$ cat src/common/spectrum_pkg.sv
package spectrum_pkg;

    localparam int frame_len = 16;       // samples per frame
    localparam int addr_w    = 4;        // buffer address and bin index
    localparam int sample_w  = 8;        // signed audio sample
    localparam int tw_w      = 16;       // signed Q1.14 twiddle
    localparam int acc_w     = 32;       // full precision sum
    localparam int bin_w     = 24;       // each output part
    localparam int out_shift = 8;        // arithmetic shift before truncation

    // sine of index m is read at (m - quarter) mod frame_len
    localparam int quarter   = frame_len / 4;

    typedef logic signed [sample_w-1:0] sample_t;
    typedef logic signed [tw_w-1:0]     twiddle_t;

    // re in the upper half, im in the lower half
    typedef struct packed {
        logic signed [bin_w-1:0] re;
        logic signed [bin_w-1:0] im;
    } bin_t;

    // round(16384 * cos(2*pi*m/16))
    localparam twiddle_t cos_table [frame_len] = '{
        16'sd16384,
        16'sd15137,
        16'sd11585,
        16'sd6270,
        16'sd0,
        -16'sd6270,
        -16'sd11585,
        -16'sd15137,
        -16'sd16384,
        -16'sd15137,
        -16'sd11585,
        -16'sd6270,
        16'sd0,
        16'sd6270,
        16'sd11585,
        16'sd15137
    };

endpackage

$ cat src/hw/sample_framer.sv
`timescale 1ns/1ps

module sample_framer (
    input  logic                                      clk_in,
    input  logic                                      rst_in,
    input  logic signed [spectrum_pkg::sample_w-1:0]  sample,
    input  logic                                      sample_valid,
    input  logic                                      busy,
    output logic                                      ready,
    output logic                                      wr_en,
    output logic        [spectrum_pkg::addr_w-1:0]    wr_addr,
    output logic signed [spectrum_pkg::sample_w-1:0]  wr_data,
    output logic                                      frame_start
);

    logic [spectrum_pkg::addr_w-1:0] sample_cnt;    // wraps every frame
    logic                            accept;
    logic                            last_sample;

    // closed while a finished frame waits for the engine or is in work
    assign ready = !frame_start && !busy;

    assign accept      = sample_valid && ready;
    assign last_sample = (sample_cnt == spectrum_pkg::addr_w'(spectrum_pkg::frame_len - 1));

    assign wr_en   = accept;       // same edge as the accept
    assign wr_addr = sample_cnt;
    assign wr_data = sample;

    always_ff @(posedge clk_in) begin
        if (rst_in) begin
            sample_cnt  <= '0;
            frame_start <= 1'b0;
        end else begin
            frame_start <= 1'b0;
            if (accept) begin
                sample_cnt  <= sample_cnt + spectrum_pkg::addr_w'(1);  // rolls over
                frame_start <= last_sample;    // 16th sample closes the frame
            end
        end
    end

endmodule

$ cat src/dft/frame_buffer.sv
`timescale 1ns/1ps

module frame_buffer (
    input  logic                                      clk_in,
    input  logic                                      wr_en,
    input  logic        [spectrum_pkg::addr_w-1:0]    wr_addr,
    input  logic signed [spectrum_pkg::sample_w-1:0]  wr_data,
    input  logic        [spectrum_pkg::addr_w-1:0]    rd_addr,
    output logic signed [spectrum_pkg::sample_w-1:0]  rd_data
);

    // one full frame of samples
    spectrum_pkg::sample_t mem [spectrum_pkg::frame_len];

    always_ff @(posedge clk_in) begin
        if (wr_en) begin
            mem[wr_addr] <= wr_data;
        end
    end

    always_ff @(posedge clk_in) begin
        rd_data <= mem[rd_addr];    // one cycle read latency
    end

endmodule

$ cat src/dft/dft_engine.sv
`timescale 1ns/1ps

module dft_engine (
    input  logic                                      clk_in,
    input  logic                                      rst_in,
    input  logic                                      frame_start,
    output logic        [spectrum_pkg::addr_w-1:0]    rd_addr,
    input  logic signed [spectrum_pkg::sample_w-1:0]  rd_data,
    output logic                                      busy,
    output spectrum_pkg::bin_t                        bin,
    output logic                                      bin_valid,
    output logic                                      bin_last
);

    logic                                    mac_on;    // rd_data holds x[n]
    logic        [spectrum_pkg::addr_w-1:0]  n;
    logic        [spectrum_pkg::addr_w-1:0]  k;
    logic        [spectrum_pkg::addr_w-1:0]  cos_idx;
    logic        [spectrum_pkg::addr_w-1:0]  sin_idx;
    spectrum_pkg::twiddle_t                  cos_val;
    spectrum_pkg::twiddle_t                  sin_val;
    logic signed [spectrum_pkg::acc_w-1:0]   prod_re;
    logic signed [spectrum_pkg::acc_w-1:0]   prod_im;
    logic signed [spectrum_pkg::acc_w-1:0]   acc_re;
    logic signed [spectrum_pkg::acc_w-1:0]   acc_im;
    logic signed [spectrum_pkg::acc_w-1:0]   sum_re;
    logic signed [spectrum_pkg::acc_w-1:0]   sum_im;
    logic                                    last_tap;
    logic                                    last_bin;
    logic                                    start_frame;

    assign start_frame = frame_start && !busy;

    // address runs one ahead of the data; x[0] is fetched while idle or in the output cycle
    assign rd_addr = mac_on ? n + spectrum_pkg::addr_w'(1) : '0;

    // 4-bit product wraps to (n*k) mod 16
    assign cos_idx = n * k;
    assign sin_idx = cos_idx - spectrum_pkg::addr_w'(spectrum_pkg::quarter);

    assign cos_val = spectrum_pkg::cos_table[cos_idx];
    assign sin_val = spectrum_pkg::cos_table[sin_idx];

    assign prod_re = spectrum_pkg::acc_w'(rd_data) * spectrum_pkg::acc_w'(cos_val);
    assign prod_im = spectrum_pkg::acc_w'(rd_data) * spectrum_pkg::acc_w'(sin_val);

    assign sum_re = acc_re + prod_re;
    assign sum_im = acc_im - prod_im;    // negative sine term

    assign last_tap = (n == spectrum_pkg::addr_w'(spectrum_pkg::frame_len - 1));
    assign last_bin = (k == spectrum_pkg::addr_w'(spectrum_pkg::frame_len - 1));

    always_ff @(posedge clk_in) begin
        if (rst_in) begin
            busy      <= 1'b0;
            mac_on    <= 1'b0;
            n         <= '0;
            k         <= '0;
            bin_valid <= 1'b0;
            bin_last  <= 1'b0;
        end else begin
            bin_valid <= 1'b0;
            bin_last  <= 1'b0;
            if (!busy) begin
                if (frame_start) begin
                    busy   <= 1'b1;
                    mac_on <= 1'b1;
                    n      <= '0;
                    k      <= '0;
                end
            end else if (mac_on) begin
                if (last_tap) begin
                    mac_on    <= 1'b0;    // output cycle next
                    n         <= '0;
                    bin_valid <= 1'b1;
                    bin_last  <= last_bin;
                end else begin
                    n <= n + spectrum_pkg::addr_w'(1);
                end
            end else if (bin_last) begin
                busy <= 1'b0;             // frame finished
            end else begin
                k      <= k + spectrum_pkg::addr_w'(1);
                mac_on <= 1'b1;
            end
        end
    end

    always_ff @(posedge clk_in) begin
        if (start_frame) begin
            acc_re <= '0;
            acc_im <= '0;
        end else if (mac_on) begin
            if (last_tap) begin
                acc_re <= '0;             // fresh sums for next k
                acc_im <= '0;
                bin.re <= spectrum_pkg::bin_w'(sum_re >>> spectrum_pkg::out_shift);
                bin.im <= spectrum_pkg::bin_w'(sum_im >>> spectrum_pkg::out_shift);
            end else begin
                acc_re <= sum_re;
                acc_im <= sum_im;
            end
        end
    end

endmodule

$ cat src/hw/spectrum_top.sv
`timescale 1ns/1ps

module spectrum_top (
    input  logic                                      clk_in,
    input  logic                                      rst_in,
    input  logic signed [spectrum_pkg::sample_w-1:0]  sample,
    input  logic                                      sample_valid,
    output logic                                      ready,
    output spectrum_pkg::bin_t                        bin,
    output logic                                      bin_valid,
    output logic                                      bin_last
);

    logic                                     wr_en;
    logic        [spectrum_pkg::addr_w-1:0]   wr_addr;
    logic signed [spectrum_pkg::sample_w-1:0] wr_data;
    logic        [spectrum_pkg::addr_w-1:0]   rd_addr;
    logic signed [spectrum_pkg::sample_w-1:0] rd_data;
    logic                                     frame_start;
    logic                                     busy;

    sample_framer u_framer (
        .clk_in       (clk_in),
        .rst_in       (rst_in),
        .sample       (sample),
        .sample_valid (sample_valid),
        .busy         (busy),
        .ready        (ready),
        .wr_en        (wr_en),
        .wr_addr      (wr_addr),
        .wr_data      (wr_data),
        .frame_start  (frame_start)
    );

    frame_buffer u_buffer (
        .clk_in  (clk_in),
        .wr_en   (wr_en),
        .wr_addr (wr_addr),
        .wr_data (wr_data),
        .rd_addr (rd_addr),
        .rd_data (rd_data)
    );

    dft_engine u_engine (
        .clk_in      (clk_in),
        .rst_in      (rst_in),
        .frame_start (frame_start),
        .rd_addr     (rd_addr),
        .rd_data     (rd_data),
        .busy        (busy),
        .bin         (bin),
        .bin_valid   (bin_valid),
        .bin_last    (bin_last)
    );

endmodule

$ cat config.mk
export PLATFORM = sky130hd
export DESIGN_NAME = spectrum_top
export DESIGN_NICKNAME = d
export VERILOG_FILES = /design/src/common/spectrum_pkg.sv /design/src/hw/sample_framer.sv /design/src/dft/frame_buffer.sv /design/src/dft/dft_engine.sv /design/src/hw/spectrum_top.sv
export SDC_FILE = /design/constraint.sdc
export NUM_CORES = 1
export LEC_CHECK = 0
export BUFFER_PORTS_ARGS = -buffer_cell sky130_fd_sc_hd__buf_2
export CORE_MARGIN = 5
export CORE_UTILIZATION = 50
export DETAILED_ROUTE_END_ITERATION = 12
export PLACE_DENSITY = 0.66
export SYNTH_ARGS = -nofsm -noshare
export SYNTH_HDL_FRONTEND = slang
export SYNTH_SLANG_ARGS = --single-unit
$ cat constraint.sdc
create_clock -name clk_in -period 10.6 [get_ports clk_in]
set_input_delay 2.12 -clock clk_in [delete_from_list [all_inputs] [get_ports clk_in]]
set_output_delay 2.12 -clock clk_in [all_outputs]
set_load 0.02 [all_outputs]
=== After elaboration in Yosys (flattened, before gate mapping) ===
Memory sizes are Yosys's and may differ from the RTL's. A register that Yosys moved wholly into a read port is not among the register bits.
Index checks and enable logic that the tools add are counted.

* Register bits after elaboration: 129
* RAM bits: 128
* Bits in read-only memories: 512
* Output and inout port bits: 51
* Memories: 3

* Add/subtract/negate cells: 6
* $mul: 3
* Magnitude comparators: 2
* Eq/ne operators: 6
* Muxes and demuxes: 25
* Bitwise operators: 7
* Reduce and logical (&&, ||, !) cells: 12

{| class="wikitable"
|+ Memories
! memory !! depth !! bits a word !! read ports !! clocked after memory_dff !! wr ports !! line !! text
|-
| (no name shown) || 16 || 16 || 1 || 0 || 0 || dft_engine.sv:41 || <nowiki>assign cos_val = spectrum_pkg::cos_table[cos_idx];</nowiki>
|-
| (no name shown) || 16 || 16 || 1 || 0 || 0 || dft_engine.sv:42 || <nowiki>assign sin_val = spectrum_pkg::cos_table[sin_idx];</nowiki>
|-
| u_buffer.mem || 16 || 8 || 1 || 1 || 1 || frame_buffer.sv:13 || <nowiki>spectrum_pkg::sample_t mem [spectrum_pkg::frame_len];</nowiki>
|}

{| class="wikitable"
|+ Operators by type and width
! operator !! count
|-
| two-way mux 16 bit || 4
|-
| two-way mux 32 bit || 2
|-
| multiplier 8 x 16 -> 24 bit || 2
|-
| adder 32 bit || 1
|-
| two-way mux 4 bit || 8
|-
| subtractor 32 bit || 1
|-
| adder 4 x 1 -> 4 bit (second input constant) || 3
|-
| == test 4 bit (second input constant) || 3
|-
| two-way mux 1 bit || 11
|-
| >= comparator 5 bit (second input constant) || 2
|-
| NOT 4 -> 5 bit || 2
|-
| inequality test 2 bit (second input constant) || 3
|-
| AND reduction 3 bit || 2
|-
| NOT 1 bit || 5
|-
| multiplier 4 x 4 -> 4 bit || 1
|-
| OR reduction 4 bit || 1
|-
| subtractor 4 x 3 -> 4 bit (second input constant) || 1
|-
| logical AND 1 bit || 3
|-
| OR reduction 3 bit || 1
|-
| zero test 1 bit || 2
|-
| AND reduction 2 bit || 1
|-
| nonzero test 2 bit || 1
|-
| OR reduction 2 bit || 1
|}

=== Depth between registers and ports, before layout ===
* Depth in word-level cells: 9
* Gate-level depth with buffers: 45
* Depth with buffers taken out: 42

=== Cells and area by module ===
Synthesis repeated with hierarchy kept, for this count alone.

* Cells, all modules: 2101
* Area, all modules: 22536.6 µm²

{| class="wikitable"
|+ Modules (own cells, without submodules)
! module !! instances !! cells each !! area each (µm²)
|-
| dft_engine || 1 || 1842 || 17095.1
|-
| frame_buffer || 1 || 229 || 5147.4
|-
| sample_framer || 1 || 30 || 294.0
|}

=== Worst setup path after synthesis ===
OpenSTA, ideal clock, no wires.

* Kind: register to register
* Start point: register u_engine.n[0] (netlist name)
* End point: register u_engine.acc_re[30] (netlist name)
* Setup time: 117 ps
* Arrival time: 9397 ps
* Data required time: 10483 ps
* Setup slack: 1087 ps
* Cell stages (with the launch flop): 39
* Clock period less this slack: 9513 ps
* Path through: dfxtp_1 > clkbuf_1 > buf_1 > clkbuf_1 > and2_1 > ha_1 > ha_1 > ha_1 > xnor2_1 > xnor2_1 > xnor2_2 > clkbuf_1 > mux2i_1 > nor2_1 > a211oi_1 > nor2_1 > fa_1 > fa_1 > [3 not listed] > inv_1 > ha_1 > and3_1 > a221oi_1 > a2111oi_1 > o211ai_1 > nand2_1 > a21o_1 > a21oi_1 > xnor2_1 > ha_1 > a21oi_1 > nor3b_1 > o211ai_1 > o211ai_1 > o31ai_1 > xnor2_1 > a22o_1

* Longest elaborated chain between the ends: 8
* Elaborated cells on any way between the ends: 9
* Those cells by class: add/sub (1); mul (2); eq/ne (1); mux (3); bitwise (1); memory (1)

{| class="wikitable"
|+ RTL lines
! item !! line !! text
|-
| from (decl) || dft_engine.sv:16 || <nowiki>logic [spectrum_pkg::addr_w-1:0] n;</nowiki>
|-
| from (signal assigned) || dft_engine.sv:78 || <nowiki>n <= n + spectrum_pkg::addr_w'(1);</nowiki>
|-
| multiplier 4 x 4 -> 4 bit || dft_engine.sv:38 || <nowiki>assign cos_idx = n * k;</nowiki>
|-
| NOT 4 -> 5 bit (implied by the code) || dft_engine.sv:41 ||
|-
| memory read (16 x 16 bit) || n/a ||
|-
| two-way mux 16 bit (implied by the code) (2 in a row) || dft_engine.sv:41 ||
|-
| multiplier 8 x 16 -> 24 bit || dft_engine.sv:44 || <nowiki>assign prod_re = spectrum_pkg::acc_w'(rd_data) * spectrum_pkg::acc_w'(cos_val);</nowiki>
|-
| adder 32 bit || dft_engine.sv:47 || <nowiki>assign sum_re = acc_re + prod_re;</nowiki>
|-
| named net u_engine.sum_re (one bit) || dft_engine.sv:26 || <nowiki>logic signed [spectrum_pkg::acc_w-1:0] sum_re;</nowiki>
|-
| two-way mux 32 bit || dft_engine.sv:94 || <nowiki>if (last_tap) begin</nowiki>
|-
| to (signal assigned) || dft_engine.sv:100 || <nowiki>acc_re <= sum_re;</nowiki>
|-
| to (decl) || dft_engine.sv:24 || <nowiki>logic signed [spectrum_pkg::acc_w-1:0] acc_re;</nowiki>
|}

The timed path passes the listed nets, and every way through them passes these cells. The select of a mux whose other input is x is not followed.
A chain may end at the register's enable or synchronous reset.

=== Worst setup path in the final report ===
* Start point: register u_engine.n[0] (netlist name)
* End point: register u_engine.acc_re[27] (netlist name)

Same word-level chain as after synthesis.

==> reports/results.ini <==
[outcome]
outcome=finished clean

[hold_path]
hold_start=u_engine.acc_re[2]
hold_depth=2
min_path_type=flop to flop

[clock_tree]
cts_buffers=29
cts.root.buffer_cell=clkbuf_16
clockBufferDepth=3
clock_sinks=265
path_clk_slew_ns=0.06
ctsHtreeMaxLevel=1
tritoncts=built
cts_setup_buffers=0
clkLatencyLatePin_ns=0.55

[drt]
vias=15039
wl_mm=48.80
drtPass1Iterations=5
postRouteAntennaNets=0
vias_per_cell=5.412
post-route-drc-count=0
drt_iter0_drc=868
routedWlPerCell_um=17.56

[sta]
fmax_mhz=101.3
final_hold_viol_count=0
timing.final.crit_period_ns=9.867
fin_crit_sh=0.9309
finalClockSkew_ns=0.02061
setup_viol=0
setup_ws_ns=0.7328
rsz0062_at_grt=no
finalSetupTns_ns=0
relSlewSlack=0.2967
finalMaxSlewViolations=0
tightest_slew_ns=1.054

[floorplan]
boundaryPins=62
design.core.area_um2=42980
die_x_um=218.4
die_y_um=218.4
rows=76
initial_core_util=0.5052
dieArea_um2=47700

[setup_path]
crit_arrival_ns=10.31
worst_setup_path_end_kind=flop
critPathLaunch=u_engine.n[0]
required_ns=11.04
cpLargestDelayFamily=adder cells
r2r_cells=35
path_depth=35
cp_max_fo=57
cp.buffers_inverters=3
max_stage_delay_ns=0.61
r2r_start=u_engine.n[0]
slowest_stage=mux2i_1
crit_type=flop to flop
critPathLaunchType=flop

[power_and_ir_drop]
powerDensity_nw_per_um2=161.8
total_power_mw=3.822
leakage_nw=10.56
ir_worst_vdd_uv=148.9

[cells_and_area]
drive_gt1_frac=0.07612
nets=2548
stdcell_count=2779
fin_area_um2=23630
antennaDiodeCount=0
syn_to_final_growth_pct=8.793

[synthesis]
synth_edf_count=176
ys_seq_area_frac=0.3254
synthArstFlopShare=0
synth_area_leaders=edfxtp_1 24%, fa_1 19%, ha_1 9.3%, dfxtp_1 8.2%, inv_1 5.5%
synth_top_cell_by_area=edfxtp_1
yosysWarnings=0
ys.flop_type=edfxtp_1
yosysUniqueCellTypes=83
synth_area_per_cell_um2=10.20
syn_inst=2129
syn_area_um2=21720
synth_nets=2505
synth_top_area_frac=0.2434
synth_seq_cells=265

[global_route]
grt_pass1_wl_mm=79.87
grt_usage=0.2054
grt_max_degree=58
grt_pass1_vias=15176
grt_antenna_before_repair=0
overflow=0

[place]
io_buffers=61
dp_cells=2726
place_hpwl_mm=37.43
pre_cts_ws_ns=0.6583
place_area_um2=22650
place.gp.congestion=0.8863

[run]
max_cap_violations=0

## worst register-to-register path, delay by kind of cell (launching register included)
kind	cells	cell delay, ns
simple gates	7	1.26
xor+xnor	5	1.09
flops	1	0.32
compound gates	11	2.91
fa+ha+maj	8	2.95
mux	1	0.61
buf+inv	3	0.64
## synthesized netlist by cell type (3+ instances only)
library cell and number:
a22o_1 19, nor2b_1 57, a211o_1 4, o21ai_0 43
edfxtp_1 176, xor2_1 33, nor4_1 3, nor3_1 24
o31a_1 3, o21a_1 13, clkbuf_1 61, a21boi_0 4
mux2i_1 52, or3_1 5, ha_1 161, nand2b_1 39
a21oi_1 109, nand2_1 130, fa_1 204, o21bai_1 11
nand4_1 13, or2_2 4, a22oi_1 28, nor2_1 127
clkbuf_8 3, a211oi_1 28, a2111oi_0 7, inv_1 320
a21o_1 33, o211ai_1 9, dfxtp_1 89, buf_1 7
nand3_1 23, o21ai_1 15, xnor2_1 81, a31oi_1 16
and3_1 9, mux4_2 7, and2_1 103
## stage by stage
stage	hold slack [ns]	utilization
floorplan	0.4446	-
global placement	0.4529	0.5269
detailed placement	0.4585	0.5269
CTS	0.4680	0.5494
global route	0.4752	0.5497
finish	0.4688	0.5497
## state kept, by name (all words and copies together), names as in the netlist
signal,flops
u_engine.n,4
u_engine.acc_im,32
u_framer.frame_start,1
u_engine.bin_last,1
u_buffer.mem,128
u_buffer.rd_data,8
u_engine.mac_on,1
u_engine.bin_valid,1
u_framer.wr_addr,4
u_engine.acc_re,32
u_engine.k,4
u_engine.bin,48
u_engine.busy,1
## layout make-up
type	instances	area [um^2]
fill	3795	19360
clock buffer	38	779.5
tap	585	732.0
clock inverter	15	188.9
inverter	320	1201
sequential	265	7068
multi-input combinational	1470	13160
timing repair buffer	86	493.0
## placed cells by master (no fill, tap or decap), types with 15 or more instances in the layout
cell,netlist,layout
edfxtp_1,176,176
a31oi_1,16,16
a22oi_1,28,28
a22o_1,19,19
nor2_1,127,126
a21oi_1,109,109
nor2b_1,57,56
xnor2_1,81,81
a21o_1,33,33
nor3_1,24,22
nand3_1,23,23
mux2i_1,52,52
dfxtp_1,89,88
a211oi_1,28,28
and2_1,103,103
ha_1,161,161
xor2_1,33,33
inv_1,320,320
clkbuf_16,0,29
nand2b_1,39,39
fa_1,204,204
o21ai_0,43,43
nand2_1,130,130
buf_4,2,25
o21ai_1,15,15
buf_2,1,61
## logic make-up (layout without fill, tap and decap cells)
logic type	after synthesis	count (layout)	share of synthesized area
xor gates and xnor gates	115	115	0.04673
and+or+nand+nor	552	552	0.1282
adders and majority gates	365	365	0.2808
buffers and inverters	394	459	0.06989
DFF	265	265	0.3254
muxes	60	60	0.03175
AOI/OAI and AO/OA	378	378	0.1172
## path summary, 6_finish.rpt
kind / endpoint / slack [ns]
hold / removal: u_engine.acc_re[2] / 0.47
hold reg to reg: u_engine.acc_re[2] / 0.47
setup / recovery: u_engine.acc_re[27] / 0.73
setup reg to reg: u_engine.acc_re[27] / 0.73
## per-layer routing
layer  up-vias  track usage  wire (um)
li1       7228            -          -
met1      7489       0.2831      21990
met2       262       0.3553      24080
met3        60      0.02203       1863
met4         0      0.04166        861
met5         -            0          0
## report_power, final
part	internal, mW	leakage (nW)	total (mW)	switching (mW)
clock	0.615	0.460	1.03	0.411
sequential	1.30	2.33	1.39	0.0956
combinational	0.620	7.78	1.40	0.784
## timing repair
action,CTS,global route
hold buffers,0,0
hold endpoints to repair,0,0
setup endpoints to repair,0,6
gates resized for setup,0,1
Note: power is estimated with default switching activity, not from simulation.
